$ cat config.mk
export PLATFORM = sky130hd
export DESIGN_NAME = engine_pipeline
export DESIGN_NICKNAME = d
export VERILOG_FILES = /design/src/hdl/engine_pkg.sv /design/src/hdl/engine_sync_fifo.sv /design/src/hdl/engine_hyper_pipeline.sv /design/src/hdl/engine_ingress.sv /design/src/hdl/engine_egress.sv /design/src/hdl/engine_status.sv /design/src/hdl/engine_pipeline.sv
export SDC_FILE = /design/constraint.sdc
export NUM_CORES = 2
export LEC_CHECK = 0
export ABC_CLOCK_PERIOD_IN_PS = 13100
export BUFFER_PORTS_ARGS = -buffer_cell sky130_fd_sc_hd__clkbuf_2
export CAP_MARGIN = 40
export CELL_PAD_IN_SITES_DETAIL_PLACEMENT = 0
export CELL_PAD_IN_SITES_GLOBAL_PLACEMENT = 2
export CORE_UTILIZATION = 50
export CTS_CLUSTER_SIZE = 40
export DETAILED_ROUTE_END_ITERATION = 7
export PLACE_DENSITY_LB_ADDON = 0.1
export SLEW_MARGIN = 20
export SYNTH_ARGS = -nofsm -noshare
export SYNTH_HDL_FRONTEND = slang
export SYNTH_SLANG_ARGS = --single-unit
$ cat constraint.sdc
create_clock -name ap_clk -period 13.1 [get_ports ap_clk]
set_input_delay 1.31 -clock ap_clk [delete_from_list [all_inputs] [get_ports ap_clk]]
set_output_delay 1.31 -clock ap_clk [all_outputs]
set_load 0.02 [all_outputs]
$ cat src/hdl/engine_pkg.sv
// Engine pipeline shared types

`default_nettype none

package engine_pkg;

    // ------------------------------------------------------------
    // Payload widths
    // ------------------------------------------------------------
    localparam int VERTEX_ID_W    = 32;
    localparam int VERTEX_VALUE_W = 32;

    typedef logic [VERTEX_ID_W-1:0]    vertex_id_t;
    typedef logic [VERTEX_VALUE_W-1:0] vertex_value_t;

    // Vertex id in the upper half, value in the lower half
    typedef logic [$bits(vertex_id_t)+$bits(vertex_value_t)-1:0] engine_payload_t;

    // ------------------------------------------------------------
    // Packet and FIFO handshake structs
    // ------------------------------------------------------------
    typedef struct packed {
        logic            valid;
        engine_payload_t payload;
    } engine_packet_t;

    // Pop request from the consumer side
    typedef struct packed {
        logic rd_en;
    } fifo_ctrl_t;

    // State word reported for each FIFO
    typedef struct packed {
        logic empty;
        logic prog_full;
    } fifo_state_t;

    // ------------------------------------------------------------
    // Status FSM
    // ------------------------------------------------------------
    typedef enum logic {
        STATUS_SETUP,
        STATUS_RUN
    } status_state_e;

    // Cycles of setup after reset is released
    localparam int SETUP_CYCLES = 4;

endpackage : engine_pkg

`default_nettype wire

$ cat src/hdl/engine_sync_fifo.sv
// Synchronous packet FIFO

`default_nettype none

module engine_sync_fifo
    import engine_pkg::*;
#(
    parameter int DEPTH  = 16,
    parameter int THRESH = 8
) (
    input  logic            ap_clk,
    input  logic            areset_template_engine,
    input  engine_payload_t din,
    input  logic            wr_en,
    input  logic            rd_en,
    output engine_payload_t dout,
    output logic            valid,
    output logic            empty,
    output logic            full,
    output logic            prog_full
);

    localparam int ADDR_W = (DEPTH > 1) ? $clog2(DEPTH) : 1;
    localparam int CNT_W  = $clog2(DEPTH + 1);

    typedef logic [ADDR_W-1:0] fifo_addr_t;
    typedef logic [CNT_W-1:0]  fifo_count_t;

    engine_payload_t mem [DEPTH];

    fifo_addr_t  wr_ptr_q;
    fifo_addr_t  rd_ptr_q;
    fifo_count_t count_q;

    logic wr_fire;
    logic rd_fire;

    // Wrap at DEPTH so non power of two depths also work
    function automatic fifo_addr_t next_ptr(fifo_addr_t ptr);
        fifo_addr_t nxt;
        if (ptr == fifo_addr_t'(DEPTH - 1)) begin
            nxt = '0;
        end else begin
            nxt = ptr + 1'b1;
        end
        return nxt;
    endfunction

    // ------------------------------------------------------------
    // Flags from occupancy
    // ------------------------------------------------------------
    assign empty     = (count_q == '0);
    assign full      = (count_q == fifo_count_t'(DEPTH));
    assign prog_full = (count_q >= fifo_count_t'(THRESH));

    // Write into full and read from empty are dropped
    assign wr_fire = wr_en & ~full;
    assign rd_fire = rd_en & ~empty;

    // ------------------------------------------------------------
    // Pointers and count
    // ------------------------------------------------------------
    always_ff @(posedge ap_clk) begin
        if (areset_template_engine) begin
            wr_ptr_q <= '0;
            rd_ptr_q <= '0;
            count_q  <= '0;
            valid    <= 1'b0;
        end else begin
            if (wr_fire) begin
                wr_ptr_q <= next_ptr(wr_ptr_q);
            end
            if (rd_fire) begin
                rd_ptr_q <= next_ptr(rd_ptr_q);
            end
            case ({wr_fire, rd_fire})
                2'b10:   count_q <= count_q + 1'b1;
                2'b01:   count_q <= count_q - 1'b1;
                default: count_q <= count_q;
            endcase
            valid <= rd_fire;
        end
    end

    // Storage and registered read data
    always_ff @(posedge ap_clk) begin
        if (wr_fire) begin
            mem[wr_ptr_q] <= din;
        end
        if (rd_fire) begin
            dout <= mem[rd_ptr_q];
        end
    end

endmodule : engine_sync_fifo

`default_nettype wire

$ cat src/hdl/engine_hyper_pipeline.sv
// Engine packet register pipeline

`default_nettype none

module engine_hyper_pipeline
    import engine_pkg::*;
#(
    parameter int STAGES = 2
) (
    input  logic           ap_clk,
    input  logic           areset_template_engine,
    input  engine_packet_t din,
    output engine_packet_t dout,
    output logic           busy
);

    logic [STAGES-1:0] valid_q;
    engine_payload_t   payload_q [STAGES];

    // Valid chain, cleared on reset
    always_ff @(posedge ap_clk) begin
        if (areset_template_engine) begin
            valid_q <= '0;
        end else begin
            valid_q[0] <= din.valid;
            for (int i = 1; i < STAGES; i++) begin
                valid_q[i] <= valid_q[i-1];
            end
        end
    end

    // Payload chain
    always_ff @(posedge ap_clk) begin
        payload_q[0] <= din.payload;
        for (int i = 1; i < STAGES; i++) begin
            payload_q[i] <= payload_q[i-1];
        end
    end

    assign dout.valid   = valid_q[STAGES-1];
    assign dout.payload = payload_q[STAGES-1];

    // Any packet in flight
    assign busy = |valid_q;

endmodule : engine_hyper_pipeline

`default_nettype wire

$ cat src/hdl/engine_ingress.sv
// Engine response ingress

`default_nettype none

module engine_ingress
    import engine_pkg::*;
#(
    parameter int FIFO_DEPTH  = 16,
    parameter int PROG_THRESH = 8
) (
    input  logic           ap_clk,
    input  logic           areset_template_engine,
    input  engine_packet_t response_engine_in,
    input  fifo_ctrl_t     fifo_ctrl,
    input  logic           downstream_prog_full,
    output engine_packet_t packet_out,
    output fifo_state_t    fifo_state,
    output logic           fifo_empty
);

    engine_packet_t  in_q;
    fifo_ctrl_t      ctrl_q;
    engine_payload_t fifo_dout;
    logic            fifo_valid;
    logic            fifo_rd_en;
    logic            fifo_empty_int;
    logic            fifo_prog_full;

    // ------------------------------------------------------------
    // Input registers
    // ------------------------------------------------------------
    always_ff @(posedge ap_clk) begin
        if (areset_template_engine) begin
            in_q.valid <= 1'b0;
            ctrl_q     <= '0;
        end else begin
            in_q.valid <= response_engine_in.valid;
            ctrl_q     <= fifo_ctrl;
        end
    end

    always_ff @(posedge ap_clk) begin
        in_q.payload <= response_engine_in.payload;
    end

    // ------------------------------------------------------------
    // Input FIFO
    // ------------------------------------------------------------
    // Pop only while the output side has room
    assign fifo_rd_en = ~fifo_empty_int & ctrl_q.rd_en & ~downstream_prog_full;

    engine_sync_fifo #(
        .DEPTH (FIFO_DEPTH),
        .THRESH(PROG_THRESH)
    ) i_fifo (
        .ap_clk                (ap_clk),
        .areset_template_engine(areset_template_engine),
        .din                   (in_q.payload),
        .wr_en                 (in_q.valid),
        .rd_en                 (fifo_rd_en),
        .dout                  (fifo_dout),
        .valid                 (fifo_valid),
        .empty                 (fifo_empty_int),
        .full                  (),
        .prog_full             (fifo_prog_full)
    );

    assign packet_out.valid   = fifo_valid;
    assign packet_out.payload = fifo_dout;

    // Nothing in the input register, the FIFO or its read register
    assign fifo_empty = fifo_empty_int & ~in_q.valid & ~fifo_valid;

    always_ff @(posedge ap_clk) begin
        if (areset_template_engine) begin
            fifo_state <= '{empty: 1'b1, prog_full: 1'b0};
        end else begin
            fifo_state <= '{empty: fifo_empty_int, prog_full: fifo_prog_full};
        end
    end

endmodule : engine_ingress

`default_nettype wire

$ cat src/hdl/engine_egress.sv
// Engine request egress

`default_nettype none

module engine_egress
    import engine_pkg::*;
#(
    parameter int FIFO_DEPTH  = 16,
    parameter int PROG_THRESH = 8
) (
    input  logic           ap_clk,
    input  logic           areset_template_engine,
    input  engine_packet_t packet_in,
    input  fifo_ctrl_t     fifo_ctrl,
    output engine_packet_t request_engine_out,
    output fifo_state_t    fifo_state,
    output logic           fifo_empty,
    output logic           prog_full
);

    fifo_ctrl_t      ctrl_q;
    engine_payload_t fifo_dout;
    logic            fifo_valid;
    logic            fifo_rd_en;
    logic            fifo_empty_int;
    logic            fifo_prog_full;

    always_ff @(posedge ap_clk) begin
        if (areset_template_engine) begin
            ctrl_q <= '0;
        end else begin
            ctrl_q <= fifo_ctrl;
        end
    end

    // ------------------------------------------------------------
    // Output FIFO
    // ------------------------------------------------------------
    assign fifo_rd_en = ~fifo_empty_int & ctrl_q.rd_en;

    engine_sync_fifo #(
        .DEPTH (FIFO_DEPTH),
        .THRESH(PROG_THRESH)
    ) i_fifo (
        .ap_clk                (ap_clk),
        .areset_template_engine(areset_template_engine),
        .din                   (packet_in.payload),
        .wr_en                 (packet_in.valid),
        .rd_en                 (fifo_rd_en),
        .dout                  (fifo_dout),
        .valid                 (fifo_valid),
        .empty                 (fifo_empty_int),
        .full                  (),
        .prog_full             (fifo_prog_full)
    );

    // Back-pressure toward ingress without delay
    assign prog_full = fifo_prog_full;

    // ------------------------------------------------------------
    // Output registers
    // ------------------------------------------------------------
    always_ff @(posedge ap_clk) begin
        if (areset_template_engine) begin
            request_engine_out.valid <= 1'b0;
            fifo_state               <= '{empty: 1'b1, prog_full: 1'b0};
        end else begin
            request_engine_out.valid <= fifo_valid;
            fifo_state               <= '{empty: fifo_empty_int, prog_full: fifo_prog_full};
        end
    end

    always_ff @(posedge ap_clk) begin
        request_engine_out.payload <= fifo_dout;
    end

    // Idle once the FIFO, read register and output register are clear
    assign fifo_empty = fifo_empty_int & ~fifo_valid & ~request_engine_out.valid;

endmodule : engine_egress

`default_nettype wire

$ cat src/hdl/engine_status.sv
// Engine setup and done status

`default_nettype none

module engine_status
    import engine_pkg::*;
(
    input  logic ap_clk,
    input  logic areset_template_engine,
    input  logic ingress_empty,
    input  logic egress_empty,
    input  logic pipeline_busy,
    output logic fifo_setup_signal,
    output logic done_out
);

    localparam int CNT_W = $clog2(SETUP_CYCLES + 1);

    status_state_e    state_q;
    logic [CNT_W-1:0] setup_cnt_q;
    logic             idle;

    // ------------------------------------------------------------
    // Setup FSM
    // ------------------------------------------------------------
    always_ff @(posedge ap_clk) begin
        if (areset_template_engine) begin
            state_q     <= STATUS_SETUP;
            setup_cnt_q <= '0;
        end else begin
            case (state_q)
                STATUS_SETUP: begin
                    setup_cnt_q <= setup_cnt_q + 1'b1;
                    if (setup_cnt_q == CNT_W'(SETUP_CYCLES - 1)) begin
                        state_q <= STATUS_RUN;
                    end
                end
                default: begin
                    state_q <= STATUS_RUN;
                end
            endcase
        end
    end

    assign fifo_setup_signal = (state_q == STATUS_SETUP);

    // No packet held in either FIFO path or the pipeline
    assign idle = ingress_empty & egress_empty & ~pipeline_busy;

    always_ff @(posedge ap_clk) begin
        if (areset_template_engine) begin
            done_out <= 1'b0;
        end else begin
            done_out <= (state_q == STATUS_RUN) & idle;
        end
    end

endmodule : engine_status

`default_nettype wire

$ cat src/hdl/engine_pipeline.sv
// Engine pipeline top level

`default_nettype none

module engine_pipeline
    import engine_pkg::*;
#(
    parameter int FIFO_DEPTH      = 16,
    parameter int PROG_THRESH     = 8,
    parameter int PIPELINE_STAGES = 2
) (
    input  logic           ap_clk,
    input  logic           areset_template_engine,
    input  engine_packet_t response_engine_in,
    input  fifo_ctrl_t     fifo_response_engine_in_signals_in,
    output fifo_state_t    fifo_response_engine_in_signals_out,
    output engine_packet_t request_engine_out,
    input  fifo_ctrl_t     fifo_request_engine_out_signals_in,
    output fifo_state_t    fifo_request_engine_out_signals_out,
    output logic           fifo_setup_signal,
    output logic           done_out
);

    // ------------------------------------------------------------
    // Internal wires
    // ------------------------------------------------------------
    engine_packet_t ingress_packet;
    engine_packet_t pipeline_packet;
    logic           egress_prog_full;
    logic           ingress_empty;
    logic           egress_empty;
    logic           pipeline_busy;

    // Response input FIFO
    engine_ingress #(
        .FIFO_DEPTH (FIFO_DEPTH),
        .PROG_THRESH(PROG_THRESH)
    ) i_ingress (
        .ap_clk                (ap_clk),
        .areset_template_engine(areset_template_engine),
        .response_engine_in    (response_engine_in),
        .fifo_ctrl             (fifo_response_engine_in_signals_in),
        .downstream_prog_full  (egress_prog_full),
        .packet_out            (ingress_packet),
        .fifo_state            (fifo_response_engine_in_signals_out),
        .fifo_empty            (ingress_empty)
    );

    // Fixed latency engine stages
    engine_hyper_pipeline #(
        .STAGES(PIPELINE_STAGES)
    ) i_hyper_pipeline (
        .ap_clk                (ap_clk),
        .areset_template_engine(areset_template_engine),
        .din                   (ingress_packet),
        .dout                  (pipeline_packet),
        .busy                  (pipeline_busy)
    );

    // Request output FIFO
    engine_egress #(
        .FIFO_DEPTH (FIFO_DEPTH),
        .PROG_THRESH(PROG_THRESH)
    ) i_egress (
        .ap_clk                (ap_clk),
        .areset_template_engine(areset_template_engine),
        .packet_in             (pipeline_packet),
        .fifo_ctrl             (fifo_request_engine_out_signals_in),
        .request_engine_out    (request_engine_out),
        .fifo_state            (fifo_request_engine_out_signals_out),
        .fifo_empty            (egress_empty),
        .prog_full             (egress_prog_full)
    );

    // ------------------------------------------------------------
    // Setup and done flags
    // ------------------------------------------------------------
    engine_status i_status (
        .ap_clk                (ap_clk),
        .areset_template_engine(areset_template_engine),
        .ingress_empty         (ingress_empty),
        .egress_empty          (egress_empty),
        .pipeline_busy         (pipeline_busy),
        .fifo_setup_signal     (fifo_setup_signal),
        .done_out              (done_out)
    );

endmodule : engine_pipeline

`default_nettype wire

==> run metrics <==
RePlAce Congestion=0.712; cells along the critical path=buf_4 -> buf_4 -> buf_12 -> buf_12 -> mux4_2 -> a22oi_1 -> nand2_1; startpoint types=register; critical path type=register to register; H-tree depth=4; IO Count=140; vias in the first global route=39800; die boundary width=421 um; WHS=321 ps; post-synthesis net count=3866; leakage power=31.5 nW; Core Box Area=0.174 sq mm; CP Max Fanout=90; Cell Area, Synth=0.0876 sq mm; Tcrit/Tclk final=30.5%; Nets=4182; dpl cells=6171; Layout Cells excl Fill=6642; Clock Sinks=2475; number of port buffers=139; CTS Buf Count=241; Setup crit end kind=register; dominant synthesized flop cell=edfxtp_1; Final ANT Viol Nets=0; Setup TNS=0 ps; routed wire length=195000 um; Worst-path clk slew=60 ps; slowest CP cell=buf_4; Hold Fails Final Rpt=0; R2R depth=7; # fillers=12600; Worst Hold Depth=0; TritonCTS clock tree=yes; Post-synth ARST share=0%; largest net degree at the start of global routing=98; grt ovf=0; TritonRoute pass-1 iters=7; unrepaired setup endpoints after global routing=no; Seq/Total Area, Yosys=81.4%; FP Rows=153; DRC viols=0; max incr delay on CP=620 ps; status=completed; placed cell areas=0.0919 sq mm; fmax=0.250 GHz; Tot GR Track Use=22.5%; DRT iter0 DRCs=3500; Synth Warn #=0; Post-Syn Area per Cell=23.2 sq um; maximum root-to-sink buffer count=3; number of synthesized flops with an enable pin=2176; cell count after synthesis=3775; area grow syn2layout=13.8%; post-cts gate resize count=0; min-delay worst type=register to register; P per Cell Area=159 mW/mm^2; skew final=21.6 ps; Final setup violation count=0; DPL Wire Length=102000 um; Critical Path AT=4600 ps; DR vias=38600; Layout Utilization=57.3%; Synth cell types=47; # hold bufs at CTS=0; max_cap viols=0; Yosys reg bits=2475; VDD IR max=127 uV; Skew-Pair Late Insertion Delay=860 ps; routed vias/inst=5.82; relative slew slack=42.0%; Tightest Pin Transition=871 ps; fin crit period=4000 ps; Worst EP required=13700 ps; share of layout cells above drive strength 1=27.5%; first-pass GRT wire length=281000 um; initial core utilization=50.4%; Final Max Slew Viols=0; Setup Buffers After CTS=0; antenna violations before repair=18; average wire per standard cell=29.4 um; die height=421 um; die area=0.177 sq mm; root buf cell=clkbuf_16; fin area=0.0997 sq mm
## synthesized netlist by cell type, drive strengths merged, types with 8 or more instances
| cell | instances | area share (%) |
|---|---|---|
| nor2b | 11 | 0.079 |
| a21oi | 15 | 0.086 |
| inv | 15 | 0.064 |
| mux2i | 11 | 0.13 |
| buf | 107 | 0.76 |
| a22oi | 256 | 2.2 |
| nand2 | 138 | 0.59 |
| edfxtp | 2176 | 75 |
| clkbuf | 78 | 0.33 |
| nor3 | 8 | 0.046 |
| dfxtp | 299 | 6.8 |
| ha | 20 | 0.29 |
| xor2 | 8 | 0.080 |
| mux4 | 512 | 13 |
| nor2 | 70 | 0.30 |
## routing by layer
metal / track usage [%] / up-vias / part of all wire, %
li1: - / 16400 / -
met1: 31.1 / 20900 / 42
met2: 37.7 / 994 / 51
met3: 3.41 / 241 / 5.1
met4: 5.35 / 4 / 1.7
met5: 0 / - / 0.010
## worst max-delay path, delay by kind of cell, from the launching register on
| kind | cells | cell delay, ps |
|---|---|---|
| AO/OA/AOI/OAI | 1 | 240 |
| buffers and inverters | 4 | 2030 |
| AND/OR/NAND/NOR | 1 | 80 |
| flip-flops | 1 | 570 |
| multiplexers | 1 | 580 |
## through the flow
step | total power [mW] | setup WS (ps)
floorplan | 9.17 | 7220
global placement | 9.31 | 8810
detailed placement | 9.32 | 8900
CTS | 16.0 | 8890
global route | 16.3 | 8690
finish | 15.9 | 9100
## layout make-up
type,count,area (sq um),share of cell area [%]
antenna,6,15.0,0.0151
clock buffer,369,7030,7.04
clock inverter,94,763,0.765
inverter,15,56.3,0.0564
multi-input combinational,1100,15600,15.6
sequential,2475,71300,71.5
tap,2325,2910,2.92
timing repair buffer,258,2050,2.06
## power by group
part	switching, mW	total, mW	internal (mW)	leakage, nW
clock	2.85	6.71	3.86	3.84
combinational	0.162	0.328	0.166	5.61
sequential	0.141	8.82	8.68	22.1
## placed cells by master (no fill, tap or decap), types with 3 or more instances in the layout
master and count:
a21o_1 4, a21oi_1 14, a22oi_1 256, buf_12 10, buf_16 17, buf_4 92, bufinv_16 9, clkbuf_1 81
clkbuf_16 245, clkbuf_2 139, clkbuf_8 43, clkinv_1 24, clkinv_2 45, clkinv_8 4, clkinvlp_4 3, dfxtp_1 295
dfxtp_4 4, diode_2 6, edfxtp_1 2176, ha_1 20, inv_1 13, inv_6 6, mux2i_1 11, mux4_2 512
nand2_1 138, nand2b_1 5, nor2_1 44, nor2_4 26, nor2b_1 7, nor2b_4 4, nor3_2 8, nor4_1 5
xor2_1 8
## flip-flops by register name (all words and copies together), names as in the netlist, 5 cells and up
register,count
i_ingress.i_fifo.mem,1024
i_egress.request_engine_out,65
i_egress.i_fifo.dout,64
i_ingress.in_q,65
i_egress.i_fifo.count_q,5
i_ingress.i_fifo.dout,64
i_egress.i_fifo.mem,1024
i_ingress.i_fifo.count_q,5
i_hyper_pipeline.payload_q,128
## worst paths after layout
path | slack (ps) | startpoint | to
max | 9100 | i_egress.i_fifo.rd_ptr_q[0] | i_egress.i_fifo.dout[42]
min | 320 | i_hyper_pipeline.payload_q[0][45] | i_hyper_pipeline.payload_q[0][109]
max reg2reg | 9100 | i_egress.i_fifo.rd_ptr_q[0] | i_egress.i_fifo.dout[42]
min reg2reg | 320 | i_hyper_pipeline.payload_q[0][45] | i_hyper_pipeline.payload_q[0][109]
## kinds of logic (layout without fill, tap and decap cells)
group,count (synthesis),count (layout),share of synthesized area [%]
muxes,524,524,13.3
and+or+nand+nor,252,252,1.21
adders and majority gates,22,22,0.331
DFF,2475,2475,81.4
other,0,6,0
xor gates and xnor gates,9,9,0.0899
buffers and inverters,200,736,1.16
AOI/OAI and AO/OA,293,293,2.52
(Power assumes the default switching activity.)
